**src/rtl/axi_lite_pkg.sv**
```systemverilog
// Shared widths, memory size and response codes for the AXI4-Lite cut and its memory
package axi_lite_pkg;

  // Bus widths
  localparam int unsigned ADDR_W = 16;
  localparam int unsigned DATA_W = 32;
  localparam int unsigned STRB_W = DATA_W / 8;
  localparam int unsigned RESP_W = 2;

  // Response codes
  localparam logic [RESP_W-1:0] RESP_OKAY   = 2'd0;
  localparam logic [RESP_W-1:0] RESP_SLVERR = 2'd2;

  // Word memory behind the cut, indexed by byte address / 4
  localparam int unsigned MEM_DEPTH = 256;
  localparam int unsigned MEM_IDX_W = $clog2(MEM_DEPTH);

  // Concatenated payload per channel
  localparam int unsigned AW_W = ADDR_W;
  localparam int unsigned W_W  = DATA_W + STRB_W;
  localparam int unsigned B_W  = RESP_W;
  localparam int unsigned AR_W = ADDR_W;
  localparam int unsigned R_W  = DATA_W + RESP_W;

endpackage
```
**src/rtl/axi_lite_if.sv**
```systemverilog
`timescale 1ns/10ps
// AXI4-Lite signal bundle between the cut and the memory, with manager and subordinate views
interface axi_lite_if ();
  import axi_lite_pkg::*;

  // Write address
  logic              aw_valid;
  logic              aw_ready;
  logic [ADDR_W-1:0] aw_addr;

  // Write data
  logic              w_valid;
  logic              w_ready;
  logic [DATA_W-1:0] w_data;
  logic [STRB_W-1:0] w_strb;

  // Write response
  logic              b_valid;
  logic              b_ready;
  logic [RESP_W-1:0] b_resp;

  // Read address
  logic              ar_valid;
  logic              ar_ready;
  logic [ADDR_W-1:0] ar_addr;

  // Read data
  logic              r_valid;
  logic              r_ready;
  logic [DATA_W-1:0] r_data;
  logic [RESP_W-1:0] r_resp;

  // Side that issues requests
  modport mgr (
    output aw_valid, aw_addr, w_valid, w_data, w_strb, b_ready, ar_valid, ar_addr, r_ready,
    input  aw_ready, w_ready, b_valid, b_resp, ar_ready, r_valid, r_data, r_resp
  );

  // Side that answers them
  modport sbr (
    input  aw_valid, aw_addr, w_valid, w_data, w_strb, b_ready, ar_valid, ar_addr, r_ready,
    output aw_ready, w_ready, b_valid, b_resp, ar_ready, r_valid, r_data, r_resp
  );

endinterface

```
**src/rtl/axi_lite_cut.sv**
```systemverilog
`timescale 1ns/10ps
// AXI4-Lite cut with a spill register on each of the five channels
module axi_lite_cut #(
  parameter bit Bypass = 1'b0
) (
  input logic     clk_i,
  input logic     rst_n_i,
  axi_lite_if.sbr sbr_port,
  axi_lite_if.mgr mgr_port
);
  import axi_lite_pkg::*;

  // W and R carry more than one field
  logic [W_W-1:0] w_in;
  logic [W_W-1:0] w_out;
  logic [R_W-1:0] r_in;
  logic [R_W-1:0] r_out;

  assign w_in = {sbr_port.w_data, sbr_port.w_strb};
  assign {mgr_port.w_data, mgr_port.w_strb} = w_out;
  assign r_in = {mgr_port.r_data, mgr_port.r_resp};
  assign {sbr_port.r_data, sbr_port.r_resp} = r_out;

  // Requests, subordinate side to manager side
  spill_register #(.Width(AW_W), .Bypass(Bypass)) i_reg_aw (
    .clk_i   (clk_i),
    .rst_n_i (rst_n_i),
    .valid_i (sbr_port.aw_valid),
    .ready_o (sbr_port.aw_ready),
    .data_i  (sbr_port.aw_addr),
    .valid_o (mgr_port.aw_valid),
    .ready_i (mgr_port.aw_ready),
    .data_o  (mgr_port.aw_addr)
  );

  spill_register #(.Width(W_W), .Bypass(Bypass)) i_reg_w (
    .clk_i   (clk_i),
    .rst_n_i (rst_n_i),
    .valid_i (sbr_port.w_valid),
    .ready_o (sbr_port.w_ready),
    .data_i  (w_in),
    .valid_o (mgr_port.w_valid),
    .ready_i (mgr_port.w_ready),
    .data_o  (w_out)
  );

  spill_register #(.Width(AR_W), .Bypass(Bypass)) i_reg_ar (
    .clk_i   (clk_i),
    .rst_n_i (rst_n_i),
    .valid_i (sbr_port.ar_valid),
    .ready_o (sbr_port.ar_ready),
    .data_i  (sbr_port.ar_addr),
    .valid_o (mgr_port.ar_valid),
    .ready_i (mgr_port.ar_ready),
    .data_o  (mgr_port.ar_addr)
  );

  // Responses travel back
  spill_register #(.Width(B_W), .Bypass(Bypass)) i_reg_b (
    .clk_i   (clk_i),
    .rst_n_i (rst_n_i),
    .valid_i (mgr_port.b_valid),
    .ready_o (mgr_port.b_ready),
    .data_i  (mgr_port.b_resp),
    .valid_o (sbr_port.b_valid),
    .ready_i (sbr_port.b_ready),
    .data_o  (sbr_port.b_resp)
  );

  spill_register #(.Width(R_W), .Bypass(Bypass)) i_reg_r (
    .clk_i   (clk_i),
    .rst_n_i (rst_n_i),
    .valid_i (mgr_port.r_valid),
    .ready_o (mgr_port.r_ready),
    .data_i  (r_in),
    .valid_o (sbr_port.r_valid),
    .ready_i (sbr_port.r_ready),
    .data_o  (r_out)
  );

endmodule

```
**src/rtl/spill_register.sv**
```systemverilog
`timescale 1ns/10ps
// Two-slot valid/ready stage that registers valid, ready and data, or a plain wire in bypass
module spill_register #(
  parameter int unsigned Width  = 32,
  parameter bit          Bypass = 1'b0
) (
  input  logic             clk_i,
  input  logic             rst_n_i,
  input  logic             valid_i,
  output logic             ready_o,
  input  logic [Width-1:0] data_i,
  output logic             valid_o,
  input  logic             ready_i,
  output logic [Width-1:0] data_o
);

  if (Bypass) begin : g_bypass
    assign valid_o = valid_i;
    assign ready_o = ready_i;
    assign data_o  = data_i;
  end else begin : g_spill
    logic             prim_full_q;
    logic             spill_full_q;
    logic [Width-1:0] prim_data_q;
    logic [Width-1:0] spill_data_q;
    logic             in_fire;
    logic             out_fire;
    logic             prim_load;
    logic             spill_load;

    assign in_fire  = valid_i && ready_o;
    assign out_fire = prim_full_q && ready_i;

    // Primary reloads whenever it is empty or handing its item over
    assign prim_load = !prim_full_q || out_fire;

    // Input only parks in the spill slot while the primary is stuck
    assign spill_load = in_fire && !prim_load;

    always_ff @(posedge clk_i or negedge rst_n_i) begin
      if (!rst_n_i) begin
        prim_full_q  <= 1'b0;
        spill_full_q <= 1'b0;
      end else begin
        if (prim_load) begin
          prim_full_q <= spill_full_q || in_fire;
        end
        // A full spill slot always moves up when the primary reloads
        if (prim_load) begin
          spill_full_q <= 1'b0;
        end else if (spill_load) begin
          spill_full_q <= 1'b1;
        end
      end
    end

    always_ff @(posedge clk_i) begin
      if (prim_load && (spill_full_q || in_fire)) begin
        prim_data_q <= spill_full_q ? spill_data_q : data_i;
      end
      if (spill_load) begin
        spill_data_q <= data_i;
      end
    end

    // Ready is pure state, so the input side sees no path from ready_i
    assign ready_o = !spill_full_q;
    assign valid_o = prim_full_q;
    assign data_o  = prim_data_q;

    // Stalled output keeps both its valid and its payload
    a_hold_stalled : assert property (
      @(posedge clk_i) disable iff (!rst_n_i)
      valid_o && !ready_i |=> valid_o && $stable(data_o)
    ) else $error("spill_register output changed while stalled");
  end

endmodule

```
**src/flat_wrapper.sv**
```systemverilog
// flat-port wrapper written by rule: the top's interface ports become plain ports
module axi_lite_cut_flat import axi_lite_pkg::*;
#(
  parameter bit Bypass = 1'b0
)
  (clk_i, rst_n_i, sbr_port_aw_valid, sbr_port_aw_addr, sbr_port_w_valid, sbr_port_w_data, sbr_port_w_strb, sbr_port_b_ready, sbr_port_ar_valid, sbr_port_ar_addr, sbr_port_r_ready, sbr_port_aw_ready, sbr_port_w_ready, sbr_port_b_valid, sbr_port_b_resp, sbr_port_ar_ready, sbr_port_r_valid, sbr_port_r_data, sbr_port_r_resp, mgr_port_aw_valid, mgr_port_aw_addr, mgr_port_w_valid, mgr_port_w_data, mgr_port_w_strb, mgr_port_b_ready, mgr_port_ar_valid, mgr_port_ar_addr, mgr_port_r_ready, mgr_port_aw_ready, mgr_port_w_ready, mgr_port_b_valid, mgr_port_b_resp, mgr_port_ar_ready, mgr_port_r_valid, mgr_port_r_data, mgr_port_r_resp);
  axi_lite_if sbr_port_i ();
  axi_lite_if mgr_port_i ();
  input logic clk_i;
  input logic rst_n_i;
  input wire logic [$bits(sbr_port_i.aw_valid)-1:0] sbr_port_aw_valid;
  input wire logic [$bits(sbr_port_i.aw_addr)-1:0] sbr_port_aw_addr;
  input wire logic [$bits(sbr_port_i.w_valid)-1:0] sbr_port_w_valid;
  input wire logic [$bits(sbr_port_i.w_data)-1:0] sbr_port_w_data;
  input wire logic [$bits(sbr_port_i.w_strb)-1:0] sbr_port_w_strb;
  input wire logic [$bits(sbr_port_i.b_ready)-1:0] sbr_port_b_ready;
  input wire logic [$bits(sbr_port_i.ar_valid)-1:0] sbr_port_ar_valid;
  input wire logic [$bits(sbr_port_i.ar_addr)-1:0] sbr_port_ar_addr;
  input wire logic [$bits(sbr_port_i.r_ready)-1:0] sbr_port_r_ready;
  output wire logic [$bits(sbr_port_i.aw_ready)-1:0] sbr_port_aw_ready;
  output wire logic [$bits(sbr_port_i.w_ready)-1:0] sbr_port_w_ready;
  output wire logic [$bits(sbr_port_i.b_valid)-1:0] sbr_port_b_valid;
  output wire logic [$bits(sbr_port_i.b_resp)-1:0] sbr_port_b_resp;
  output wire logic [$bits(sbr_port_i.ar_ready)-1:0] sbr_port_ar_ready;
  output wire logic [$bits(sbr_port_i.r_valid)-1:0] sbr_port_r_valid;
  output wire logic [$bits(sbr_port_i.r_data)-1:0] sbr_port_r_data;
  output wire logic [$bits(sbr_port_i.r_resp)-1:0] sbr_port_r_resp;
  output wire logic [$bits(mgr_port_i.aw_valid)-1:0] mgr_port_aw_valid;
  output wire logic [$bits(mgr_port_i.aw_addr)-1:0] mgr_port_aw_addr;
  output wire logic [$bits(mgr_port_i.w_valid)-1:0] mgr_port_w_valid;
  output wire logic [$bits(mgr_port_i.w_data)-1:0] mgr_port_w_data;
  output wire logic [$bits(mgr_port_i.w_strb)-1:0] mgr_port_w_strb;
  output wire logic [$bits(mgr_port_i.b_ready)-1:0] mgr_port_b_ready;
  output wire logic [$bits(mgr_port_i.ar_valid)-1:0] mgr_port_ar_valid;
  output wire logic [$bits(mgr_port_i.ar_addr)-1:0] mgr_port_ar_addr;
  output wire logic [$bits(mgr_port_i.r_ready)-1:0] mgr_port_r_ready;
  input wire logic [$bits(mgr_port_i.aw_ready)-1:0] mgr_port_aw_ready;
  input wire logic [$bits(mgr_port_i.w_ready)-1:0] mgr_port_w_ready;
  input wire logic [$bits(mgr_port_i.b_valid)-1:0] mgr_port_b_valid;
  input wire logic [$bits(mgr_port_i.b_resp)-1:0] mgr_port_b_resp;
  input wire logic [$bits(mgr_port_i.ar_ready)-1:0] mgr_port_ar_ready;
  input wire logic [$bits(mgr_port_i.r_valid)-1:0] mgr_port_r_valid;
  input wire logic [$bits(mgr_port_i.r_data)-1:0] mgr_port_r_data;
  input wire logic [$bits(mgr_port_i.r_resp)-1:0] mgr_port_r_resp;
  assign sbr_port_i.aw_valid = sbr_port_aw_valid;
  assign sbr_port_i.aw_addr = sbr_port_aw_addr;
  assign sbr_port_i.w_valid = sbr_port_w_valid;
  assign sbr_port_i.w_data = sbr_port_w_data;
  assign sbr_port_i.w_strb = sbr_port_w_strb;
  assign sbr_port_i.b_ready = sbr_port_b_ready;
  assign sbr_port_i.ar_valid = sbr_port_ar_valid;
  assign sbr_port_i.ar_addr = sbr_port_ar_addr;
  assign sbr_port_i.r_ready = sbr_port_r_ready;
  assign sbr_port_aw_ready = sbr_port_i.aw_ready;
  assign sbr_port_w_ready = sbr_port_i.w_ready;
  assign sbr_port_b_valid = sbr_port_i.b_valid;
  assign sbr_port_b_resp = sbr_port_i.b_resp;
  assign sbr_port_ar_ready = sbr_port_i.ar_ready;
  assign sbr_port_r_valid = sbr_port_i.r_valid;
  assign sbr_port_r_data = sbr_port_i.r_data;
  assign sbr_port_r_resp = sbr_port_i.r_resp;
  assign mgr_port_aw_valid = mgr_port_i.aw_valid;
  assign mgr_port_aw_addr = mgr_port_i.aw_addr;
  assign mgr_port_w_valid = mgr_port_i.w_valid;
  assign mgr_port_w_data = mgr_port_i.w_data;
  assign mgr_port_w_strb = mgr_port_i.w_strb;
  assign mgr_port_b_ready = mgr_port_i.b_ready;
  assign mgr_port_ar_valid = mgr_port_i.ar_valid;
  assign mgr_port_ar_addr = mgr_port_i.ar_addr;
  assign mgr_port_r_ready = mgr_port_i.r_ready;
  assign mgr_port_i.aw_ready = mgr_port_aw_ready;
  assign mgr_port_i.w_ready = mgr_port_w_ready;
  assign mgr_port_i.b_valid = mgr_port_b_valid;
  assign mgr_port_i.b_resp = mgr_port_b_resp;
  assign mgr_port_i.ar_ready = mgr_port_ar_ready;
  assign mgr_port_i.r_valid = mgr_port_r_valid;
  assign mgr_port_i.r_data = mgr_port_r_data;
  assign mgr_port_i.r_resp = mgr_port_r_resp;
  axi_lite_cut #(.Bypass(Bypass)) u_core (.clk_i(clk_i), .rst_n_i(rst_n_i), .sbr_port(sbr_port_i), .mgr_port(mgr_port_i));
endmodule
```
**config.mk**
```make
export PLATFORM = sky130hd
export DESIGN_NAME = axi_lite_cut_flat
export DESIGN_NICKNAME = d
export VERILOG_FILES = /design/src/rtl/axi_lite_pkg.sv /design/src/rtl/axi_lite_if.sv /design/src/rtl/axi_lite_cut.sv /design/src/rtl/spill_register.sv /design/src/flat_wrapper.sv
export SDC_FILE = /design/constraint.sdc
export NUM_CORES = 1
export LEC_CHECK = 0
export BUFFER_PORTS_ARGS = -buffer_cell sky130_fd_sc_hd__buf_2
export CAP_MARGIN = 20
export CORE_UTILIZATION = 38
export CTS_BUF_LIST = sky130_fd_sc_hd__clkbuf_2
export CTS_CLUSTER_SIZE = 14
export DETAILED_ROUTE_END_ITERATION = 7
export MAX_ROUTING_LAYER = met4
export SYNTH_ARGS = -nofsm -noshare
export SYNTH_HDL_FRONTEND = slang
export SYNTH_SLANG_ARGS = --single-unit
```
**constraint.sdc**
```tcl
create_clock -name clk_i -period 5.5 [get_ports clk_i]
set_clock_uncertainty 0.2 [all_clocks]
set_input_delay 0.55 -clock clk_i [delete_from_list [all_inputs] [get_ports clk_i]]
set_output_delay 0.55 -clock clk_i [all_outputs]
set_load 0.01 [all_outputs]
```
# Word level (Yosys, flattened, before mapping)
# Index checks and enable logic that the tools add are counted.
dict set report totals {
  register_bits 218
  latch_bits 0
  mem_bits_rw 0
  mem_bits_ro 0
  input_bits 116
  out_inout_bits 114
  memories 0
}
dict set report op_classes {
  addsub 0
  mul 0
  div 0
  order_cmp 0
  n_eq_ne 0
  shift 0
  muxes 15
  bitwise_logic 0
  reduce_logical 50
}
# operator n
set op_table {}
lappend op_table {{$mux 36} 1}
lappend op_table {{$mux 34} 1}
lappend op_table {{$mux 16} 2}
lappend op_table {{$logic_and 1x1->1} 20}
lappend op_table {{$logic_not 1->1} 15}
lappend op_table {{$logic_or 1x1->1} 10}
lappend op_table {{$mux 1} 10}
lappend op_table {{$reduce_bool 2->1} 5}
lappend op_table {{$mux 2} 1}

# Logic depth before layout (Yosys ltp)
# Gate-level depths: netlist (run 1).
dict set report logic_depth {
  word_depth 6
  mapped_depth 4
}

# Cells and area by module
# A second synthesis (run 1) with hierarchy kept.
dict set report hier_totals {
  hier_cells 369
  hier_area_um2 8164.1
}
# mod instances cells_per_inst area_each_um2 seq_area_each_um2
set modules_own_cells {}
lappend modules_own_cells {{spill_register (u_core.i_reg_w)} 1 121 2698.8 2212.1}
lappend modules_own_cells {{spill_register (u_core.i_reg_ar ...)} 2 59 1310.0 1011.0}
lappend modules_own_cells {{spill_register (u_core.i_reg_r)} 1 115 2610.0 2092.0}
lappend modules_own_cells {{spill_register (u_core.i_reg_b)} 1 15 235.2 170.2}

# Worst setup path after synthesis (run 1)
# OpenSTA, ideal clock, no wires.
dict set report synth_timing {
  path_kind {input port to flip-flop}
  startpoint {input port mgr_port_w_ready}
  endpoint {register u_core.i_reg_w.g_spill.spill_data_q[0] (enable)}
  setup_ns 0.481
  arrival_ns 3.430
  required_time_ns 4.819
  setup_slack_ns 1.389
  stages 2
  path_cell_list {nand2b_1 > nor3b_1}
}
dict set report synth_via {
  elab_chain_len 4
}
# element line
set synth_lines {}
lappend synth_lines {{from (decl)} flat_wrapper.sv:38} ;# input wire logic [$bits(mgr_port_i.w_ready)-1:0] mgr_port_w_ready;
lappend synth_lines {{$logic_and 1x1->1} spill_register.sv:32} ;# assign out_fire = prim_full_q && ready_i;
lappend synth_lines {{$logic_or 1x1->1} spill_register.sv:35} ;# assign prim_load = !prim_full_q || out_fire;
lappend synth_lines {{$logic_not 1->1} spill_register.sv:38} ;# assign spill_load = in_fire && !prim_load;
lappend synth_lines {{$logic_and 1x1->1} spill_register.sv:38}
lappend synth_lines {{named net u_core.i_reg_w.g_spill.spill_load} spill_register.sv:29} ;# logic spill_load;
lappend synth_lines {{to (signal assigned)} spill_register.sv:62} ;# spill_data_q <= data_i;
lappend synth_lines {{to (decl)} spill_register.sv:25} ;# logic [Width-1:0] spill_data_q;
# The timed path passes the listed nets, and every way through them passes these cells.
# A chain may end at the register's enable or synchronous reset.

# Final worst setup path (run 1)
dict set report layout_timing {
  startpoint {register u_core.i_reg_r.g_spill.spill_full_q}
  endpoint {output port mgr_port_r_ready}
}
dict set report layout_via {
  elab_chain_len 1
}
# element line
set layout_lines {}
lappend layout_lines {{from (decl)} spill_register.sv:23} ;# logic spill_full_q;
lappend layout_lines {{from (signal assigned)} spill_register.sv:43} ;# spill_full_q <= 1'b0;
lappend layout_lines {{from (signal assigned)} spill_register.sv:50} ;# spill_full_q <= 1'b0;
lappend layout_lines {{from (signal assigned)} spill_register.sv:52} ;# spill_full_q <= 1'b1;
lappend layout_lines {{$logic_not 1->1} spill_register.sv:67} ;# assign ready_o = !spill_full_q;
lappend layout_lines {{to (decl)} flat_wrapper.sv:36} ;# output wire logic [$bits(mgr_port_i.r_ready)-1:0] mgr_port_r_ready;
# No other way between the ends.

==> results.sh, run 1 <==
export IMPL_synth_cell_types=13
export IMPL_via_per_inst=4.57
export IMPL_crit_chain="inv_1 -> buf_2"
export IMPL_cts_buffers=55
export IMPL_die_x_um=147
export IMPL_dpl_hpwl_um=11300
export IMPL_cts_resized_gates=0
export IMPL_cts_root_buf="clkbuf_2"
export IMPL_ioPinCount=230
export IMPL_vias=4919
export IMPL_gp_congestion=0.782
export IMPL_min_period_ns=2.75
export IMPL_wire_per_inst_um=16.2
export IMPL_io_buffers=229
export IMPL_slew_headroom_pct=32.9
export IMPL_post_route_drc_count=0
export IMPL_nFillCells=1687
export IMPL_wl_um=17400
export IMPL_start_kind="register"
export IMPL_reg2reg_to="u_core.i_reg_w.data_o[13]"
export IMPL_fin_area_um2=11200
export IMPL_grt_pass1_vias=5303
export IMPL_critical_path_arrival_ns=2.00
export IMPL_netlist_instances=369
export IMPL_yosys_warnings=0
export IMPL_yosysTopAreaCell="edfxtp_1"
export IMPL_cp_required_ns=4.75
export IMPL_syn_to_final_growth_pct=39.5
export IMPL_synth_top_area_share_pct=78.1
export IMPL_dieHeight_um=147
export IMPL_grt_ovfl_total=0
export IMPL_initial_core_util_pct=39.1
export IMPL_pre_cts_ws_ns=2.94
export IMPL_setup_viol=0
export IMPL_regToRegSetupSlack_ns=2.97
export IMPL_crit_slowest_cell="dfrtp_2"
export IMPL_crit_fanout=38
export IMPL_firstDrtPassIters=4
export IMPL_ctsHoldBuffers=121
export IMPL_status="completed"
export IMPL_final_common_cell="buf_2"
export IMPL_htree_levels=2
export IMPL_hold_path_depth=1
export IMPL_drive_above_1_share_pct=53.2
export IMPL_drtIter0Drc=230
export IMPL_hold_path_endpoint="u_core.i_reg_r.data_o[30]"
export IMPL_fin_setup_tns_ns=0
export IMPL_synthTopCellsByArea="edfxtp_1, mux2_2, dfrtp_1, mux2_4, nor2_1"
export IMPL_cts_sinks=218
export IMPL_fin_ws_ns=2.75
export IMPL_end_kind="primary output"
export IMPL_final_period_utilization_pct=50.0
export IMPL_antenna_found_initial=1
export IMPL_ys_seq_area_share_pct=81.3
export IMPL_rsz0062_at_grt="false"
export IMPL_ff2ff_path_depth=2
export IMPL_timing_final_hold_violations=0
export IMPL_cpPeakStageDelay_ns=1.03
export IMPL_avgSynthCellArea_um2=21.7
export IMPL_drtAntennaViolNets=0
export IMPL_leakagePower_nw=4.40
export IMPL_clock_latency_ns=0.76
export IMPL_ctsLongestPathBuffers=3
export IMPL_path_clk_slew_ns=0.09
export IMPL_core_area_um2=20400
export IMPL_timing_final_max_slew_violations=0
export IMPL_min_path_type="register to register"
export IMPL_mostFrequentLayoutCells="buf_2, edfxtp_1, dlygate4sd3_1"
export IMPL_vdd_drop_max_uv=157
export IMPL_placed_cell_area_um2=9450
export IMPL_final_nets=887
export IMPL_cts_tree="yes"
export IMPL_timing_fmax_mhz=364
export IMPL_cap_viol_max_count=0
export IMPL_ys_ff_latch=218
export IMPL_hp_start="u_core.i_reg_r.g_spill.spill_data_q[30]"
export IMPL_grt_first_pass_wirelength_um=27100
export IMPL_grt_max_degree=39
export IMPL_dieArea_um2=21600
export IMPL_grt_usage_pct=16.6
export IMPL_p_per_area_nw_per_um2=308
export IMPL_syn_nets=485
export IMPL_path_class="register to primary output"
export IMPL_syn_area_um2=8000
export IMPL_worstReg2RegStart="u_core.i_reg_w.g_spill.spill_full_q"
export IMPL_worst_slew_pin_slew_ns=1.01
export IMPL_cts_setup_buffers=0
export IMPL_core_rowCount=52
==> registers in the layout (all words and copies together) (netlist names), 2 cells and up <==
signal                                flops
u_core.i_reg_w.data_o                    36
u_core.i_reg_r.g_spill.spill_data_q      34
u_core.i_reg_aw.g_spill.spill_data_q     16
u_core.i_reg_b.g_spill.spill_data_q       2
u_core.i_reg_b.data_o                     2
u_core.i_reg_aw.data_o                   16
u_core.i_reg_r.data_o                    34
u_core.i_reg_w.g_spill.spill_data_q      36
u_core.i_reg_ar.g_spill.spill_data_q     16
u_core.i_reg_ar.data_o                   16
==> worst max-delay path by stage <==
stage                                              startpoint                                 endpoint  depth (start not counted)
after floorplan                              mgr_port_w_ready   u_core.i_reg_w.g_spill.spill_data_q[0]                          2
final                     u_core.i_reg_r.g_spill.spill_full_q                         mgr_port_r_ready                          2
after global routing      u_core.i_reg_r.g_spill.spill_full_q                         mgr_port_r_ready                          2
after CTS                 u_core.i_reg_r.g_spill.spill_full_q                         mgr_port_r_ready                          2
after global placement    u_core.i_reg_w.g_spill.spill_full_q                 u_core.i_reg_w.data_o[2]                          2
after detailed placement                    mgr_port_ar_ready  u_core.i_reg_ar.g_spill.spill_data_q[7]                          3
==> cell type report <==
cell class	instances	area (µm²)	share of cell area, %
flip-flops and latches	218	6500	58.2
repair buffers	357	2420	21.7
multi-input cells	134	1410	12.7
clock buffers	79	395	3.54
well taps	270	338	3.03
clock inverters	12	73.8	0.662
inverters	5	18.8	0.168
diodes	1	2.50	0.0224
==> cells in the mapped netlist <==
master	n
edfxtp_1	208
inv_1	5
mux2_4	16
dfrtp_1	10
nor2_1	10
buf_4	3
o21a_1	5
nor3b_1	5
buf_6	3
nand2_1	5
buf_2	6
nand2b_1	5
mux2_2	88
==> logic make-up (layout without fill, tap and decap cells) <==
| group | Yosys count | after routing | share of synthesized area, % |
|---|---|---|---|
| buffers and inverters | 17 | 453 | 1.31 |
| multiplexers | 104 | 104 | 15.4 |
| AO/OA/AOI/OAI | 5 | 5 | 0.470 |
| other | 0 | 1 | 0 |
| AND/OR/NAND/NOR | 25 | 25 | 1.57 |
| flip-flops | 218 | 218 | 81.3 |
==> metrics by stage <==
step / power (mW) / instances / hold slack [ns] / util [%]
final: 3.44 / 1076 / 0.308 / 54.6
after global routing: 3.61 / 1076 / 0.193 / 54.6
after CTS: 3.50 / 1073 / 0.166 / 54.5
after detailed placement: 2.37 / 861 / 0.271 / 46.3
after global placement: 2.36 / 861 / 0.267 / 46.3
after floorplan: 2.21 / 369 / 0.0544 / -
==> layer usage <==
layer / global-route usage, % / routed length [µm] / vias up
li1: - / - / 2282
met1: 18.7 / 7040 / 2425
met2: 28.2 / 9130 / 179
met3: 3.85 / 891 / 33
met4: 7.42 / 331 / 0
met5: - / 0 / -
==> power by group <==
group | total, mW | internal (mW) | switching, mW
logic | 0.393 | 0.215 | 0.178
registers | 2.00 | 1.95 | 0.0531
clock network | 1.04 | 0.426 | 0.616
total | 3.44 | 2.59 | 0.847
==> critical path: cells and delay by family, from the launching register on <==
| family | cells | cell delay [ns] |
|---|---|---|
| flip-flops | 1 | 1.03 |
| buffers and inverters | 2 | 0.24 |
No activity file was read; power rests on OpenSTA's default activity.
==> run 2, diff against run 1 <==
==> constraint.sdc (replaced) <==
create_clock -name clk_i -period 2.4 [get_ports clk_i]
set_clock_uncertainty 0.2 [all_clocks]
set_input_delay 0.24 -clock clk_i [delete_from_list [all_inputs] [get_ports clk_i]]
set_output_delay 0.24 -clock clk_i [all_outputs]
set_load 0.01 [all_outputs]
==> run 2 against run 1 <==
  * The flow now stops in clock tree synthesis (4_1_cts)
  * Area after synthesis unchanged
  * Synthesized cell count unchanged
==> results.sh, run 2 <==
export IMPL_dpl_hpwl_um=10800
export IMPL_pre_cts_ws_ns=0.564
export IMPL_synth_cell_types=13
export IMPL_cts_sinks=218
export IMPL_cts_setup_buffers=0
export IMPL_dieHeight_um=147
export IMPL_yosysMostFrequentCell="edfxtp_1"
export IMPL_io_buffers=229
export IMPL_synthTopCellsByArea="edfxtp_1, mux2_2, dfrtp_1, mux2_4, nor2_1"
export IMPL_ctsHoldBuffers=194
export IMPL_ctsLongestPathBuffers=3
export IMPL_htree_levels=2
export IMPL_ioPinCount=230
export IMPL_die_x_um=147
export IMPL_core_rowCount=52
export IMPL_cts_resized_gates=1
export IMPL_ys_seq_area_share_pct=81.3
export IMPL_lastStage="clock tree synthesis (4_1_cts)"
export IMPL_avgSynthCellArea_um2=21.7
export IMPL_netlist_instances=369
export IMPL_yosys_most_used_dff="edfxtp_1"
export IMPL_initial_core_util_pct=39.1
export IMPL_placed_cell_area_um2=9560
export IMPL_synth_top_area_share_pct=78.1
export IMPL_synth_enable_flop_cells=208
export IMPL_gp_congestion=0.786
export IMPL_cts_buffers=54
export IMPL_yosys_warnings=0
export IMPL_yosysTopAreaCell="edfxtp_1"
export IMPL_stop_error="[ERROR RSZ-0060] Max buffer count reached."
export IMPL_syn_area_um2=8000
export IMPL_yosys_top_cells_count="edfxtp_1, mux2_2, mux2_4"
export IMPL_synthArstFlopShare_pct=4.59
export IMPL_syn_nets=485
export IMPL_ys_ff_latch=218
export IMPL_cts_root_buf="clkbuf_2"
export IMPL_status="aborted with a tool error"
## run 2: logic make-up after synthesis
logic type | count (synthesis) | synth area share (%)
flops | 218 | 81.3
mux | 104 | 15.4
buf+inv | 17 | 1.31
compound gates | 5 | 0.470
simple gates | 25 | 1.57
## run 2: through the flow
step,instances,hold WS [ns],util (%)
global placement,870,-0.0458,46.8
floorplan,369,-0.256,-
detailed placement,870,-0.0335,46.8
==> run 3, diff against run 2 <==
--- a/config.mk
+++ b/config.mk
@@ -7,11 +7,9 @@
 export LEC_CHECK = 0
 export BUFFER_PORTS_ARGS = -buffer_cell sky130_fd_sc_hd__buf_2
 export CAP_MARGIN = 20
-export CORE_UTILIZATION = 38
-export CTS_BUF_LIST = sky130_fd_sc_hd__clkbuf_2
-export CTS_CLUSTER_SIZE = 14
+export CORE_UTILIZATION = 23
 export DETAILED_ROUTE_END_ITERATION = 7
-export MAX_ROUTING_LAYER = met4
+export PLACE_DENSITY_LB_ADDON = 0.15
 export SYNTH_ARGS = -nofsm -noshare
 export SYNTH_HDL_FRONTEND = slang
 export SYNTH_SLANG_ARGS = --single-unit
==> constraint.sdc (replaced) <==
create_clock -name clk_i -period 3.1 [get_ports clk_i]
set_clock_uncertainty 0.2 [all_clocks]
set_input_delay 0.31 -clock clk_i [delete_from_list [all_inputs] [get_ports clk_i]]
set_output_delay 0.31 -clock clk_i [all_outputs]
set_load 0.01 [all_outputs]
==> run 3 against run 2 <==
  * The flow now finishes without violations
==> results.sh, run 3 (synthesized netlist as in run 1, its figures left out) <==
export IMPL_cap_viol_max_count=0
export IMPL_final_period_utilization_pct=73.4
export IMPL_path_class="register to primary output"
export IMPL_slew_headroom_pct=33.8
export IMPL_gp_congestion=0.727
export IMPL_clock_latency_ns=0.51
export IMPL_leakagePower_nw=4.46
export IMPL_totalPowerFinal_mw=7.27
export IMPL_firstDrtPassIters=4
export IMPL_wire_per_inst_um=15.1
export IMPL_vdd_drop_max_uv=361
export IMPL_cp_top_family="flip-flops"
export IMPL_die_x_um=188
export IMPL_p_clk_share_pct=41.3
export IMPL_start_kind="register"
export IMPL_syn_to_final_growth_pct=47.3
export IMPL_final_core_util_pct=34.8
export IMPL_path_clk_slew_ns=0.06
export IMPL_cts_sinks=218
export IMPL_min_path_type="primary input to async pin"
export IMPL_cts_setup_buffers=0
export IMPL_core_rowCount=67
export IMPL_combPwrFrac_pct=10.1
export IMPL_multi_input_area_um2=1430
export IMPL_htree_levels=1
export IMPL_p_per_area_nw_per_um2=617
export IMPL_fin_ws_ns=0.824
export IMPL_critical_path_arrival_ns=1.77
export IMPL_fin_cells=1209
export IMPL_dpl_hpwl_um=12400
export IMPL_cp_required_ns=2.59
export IMPL_wl_um=18300
export IMPL_drive_above_1_share_pct=50.3
export IMPL_internal_power_mw=5.74
export IMPL_drtAntennaViolNets=0
export IMPL_register_area_um2=6500
export IMPL_cts_tree="yes"
export IMPL_crit_chain="inv_1 -> buf_2"
export IMPL_grt_ovfl_total=0
export IMPL_ioPinCount=230
export IMPL_grt_first_pass_wirelength_um=28100
export IMPL_ctsLongestPathBuffers=3
export IMPL_switchingPower_mw=1.54
export IMPL_timing_final_max_slew_violations=0
export IMPL_whs_ns=0.0493
export IMPL_status="completed"
export IMPL_core_area_um2=33900
export IMPL_vias=4654
export IMPL_cts_root_buf="clkbuf_16"
export IMPL_grt_max_degree=35
export IMPL_final_nets=860
export IMPL_crit_slowest_cell="dfrtp_1"
export IMPL_n_antenna_cell=0
export IMPL_grt_pass1_vias=4992
export IMPL_switching_share_pct=21.1
export IMPL_timing_fmax_mhz=439
export IMPL_rsz0062_at_grt="false"
export IMPL_worst_slew_pin_slew_ns=0.992
export IMPL_final_common_cell="buf_2"
export IMPL_placed_cell_area_um2=9750
export IMPL_dieHeight_um=188
export IMPL_fin_setup_tns_ns=0
export IMPL_via_per_inst=3.85
export IMPL_placed_cells_incl_taps=1045
export IMPL_setup_viol=0
export IMPL_post_route_drc_count=0
export IMPL_timing_final_hold_violations=0
export IMPL_pre_cts_ws_ns=0.898
export IMPL_antenna_found_initial=0
export IMPL_dieArea_um2=35500
export IMPL_critPathBufInv=2
export IMPL_cpPeakStageDelay_ns=1.00
export IMPL_min_period_ns=2.28
export IMPL_cts_buffers=25
export IMPL_end_kind="primary output"
export IMPL_crit_fanout=22
export IMPL_initial_core_util_pct=23.6
export IMPL_mostFrequentLayoutCells="buf_2, edfxtp_1, dlygate4sd3_1"
export IMPL_drtIter0Drc=163
export IMPL_nFillCells=3312
export IMPL_fin_area_um2=11800
export IMPL_io_buffers=229
export IMPL_grt_usage_pct=10.1
export IMPL_p_seq_share_pct=48.7
run 3: what timing repair did:
action	in CTS	in global routing
endpoints found under the hold margin	230	0
hold buffers	120	0
gates resized for setup	0	0
endpoints found under the setup margin	0	0
run 3: layout make-up:
type	instances	area share, %
clock buffers	30	5.47
clock inverters	14	1.59
inverters	5	0.159
multi-input cells	134	12.1
flip-flops and latches	218	55.2
well taps	448	4.76
repair buffers	360	20.7
run 3: metal layers:
metal,vias to the layer above,part of all wire [%],global-route usage (%),wire [µm]
met3,26,5.8,2.55,1050
met2,142,50,17.7,9140
met5,-,0,0,0
met4,0,2.8,3.41,512
met1,2296,41,11.9,7570
li1,2190,-,-,-
run 3: worst paths after layout:
path	start	cells after the start	slack, ns	to
worst max-delay path	u_core.i_reg_w.g_spill.spill_full_q	2	0.82	sbr_port_w_ready
worst min-delay path	rst_n_i	2	0.05	u_core.i_reg_aw.valid_o
worst max register to register	u_core.i_reg_ar.g_spill.spill_full_q	1	0.92	u_core.i_reg_ar.data_o[15]
worst min register to register	u_core.i_reg_r.g_spill.spill_data_q[16]	1	0.34	u_core.i_reg_r.data_o[16]
max in group asynchronous	rst_n_i	2	2.36	u_core.i_reg_r.g_spill.spill_full_q
min in group clk_i	mgr_port_b_resp[0]	2	0.33	u_core.i_reg_b.g_spill.spill_data_q[0]
run 3: power by group through the flow:
stage / Combinational [mW] / Clock (mW) / Sequential [mW]
2_1_floorplan: 0.270 / 0 / 3.64
3_3_place_gp: 0.611 / 0 / 3.60
3_5_place_dp: 0.626 / 0 / 3.60
4_1_cts: 0.750 / 3.12 / 3.54
5_1_grt: 0.793 / 3.24 / 3.56
6_report: 0.731 / 3.00 / 3.54
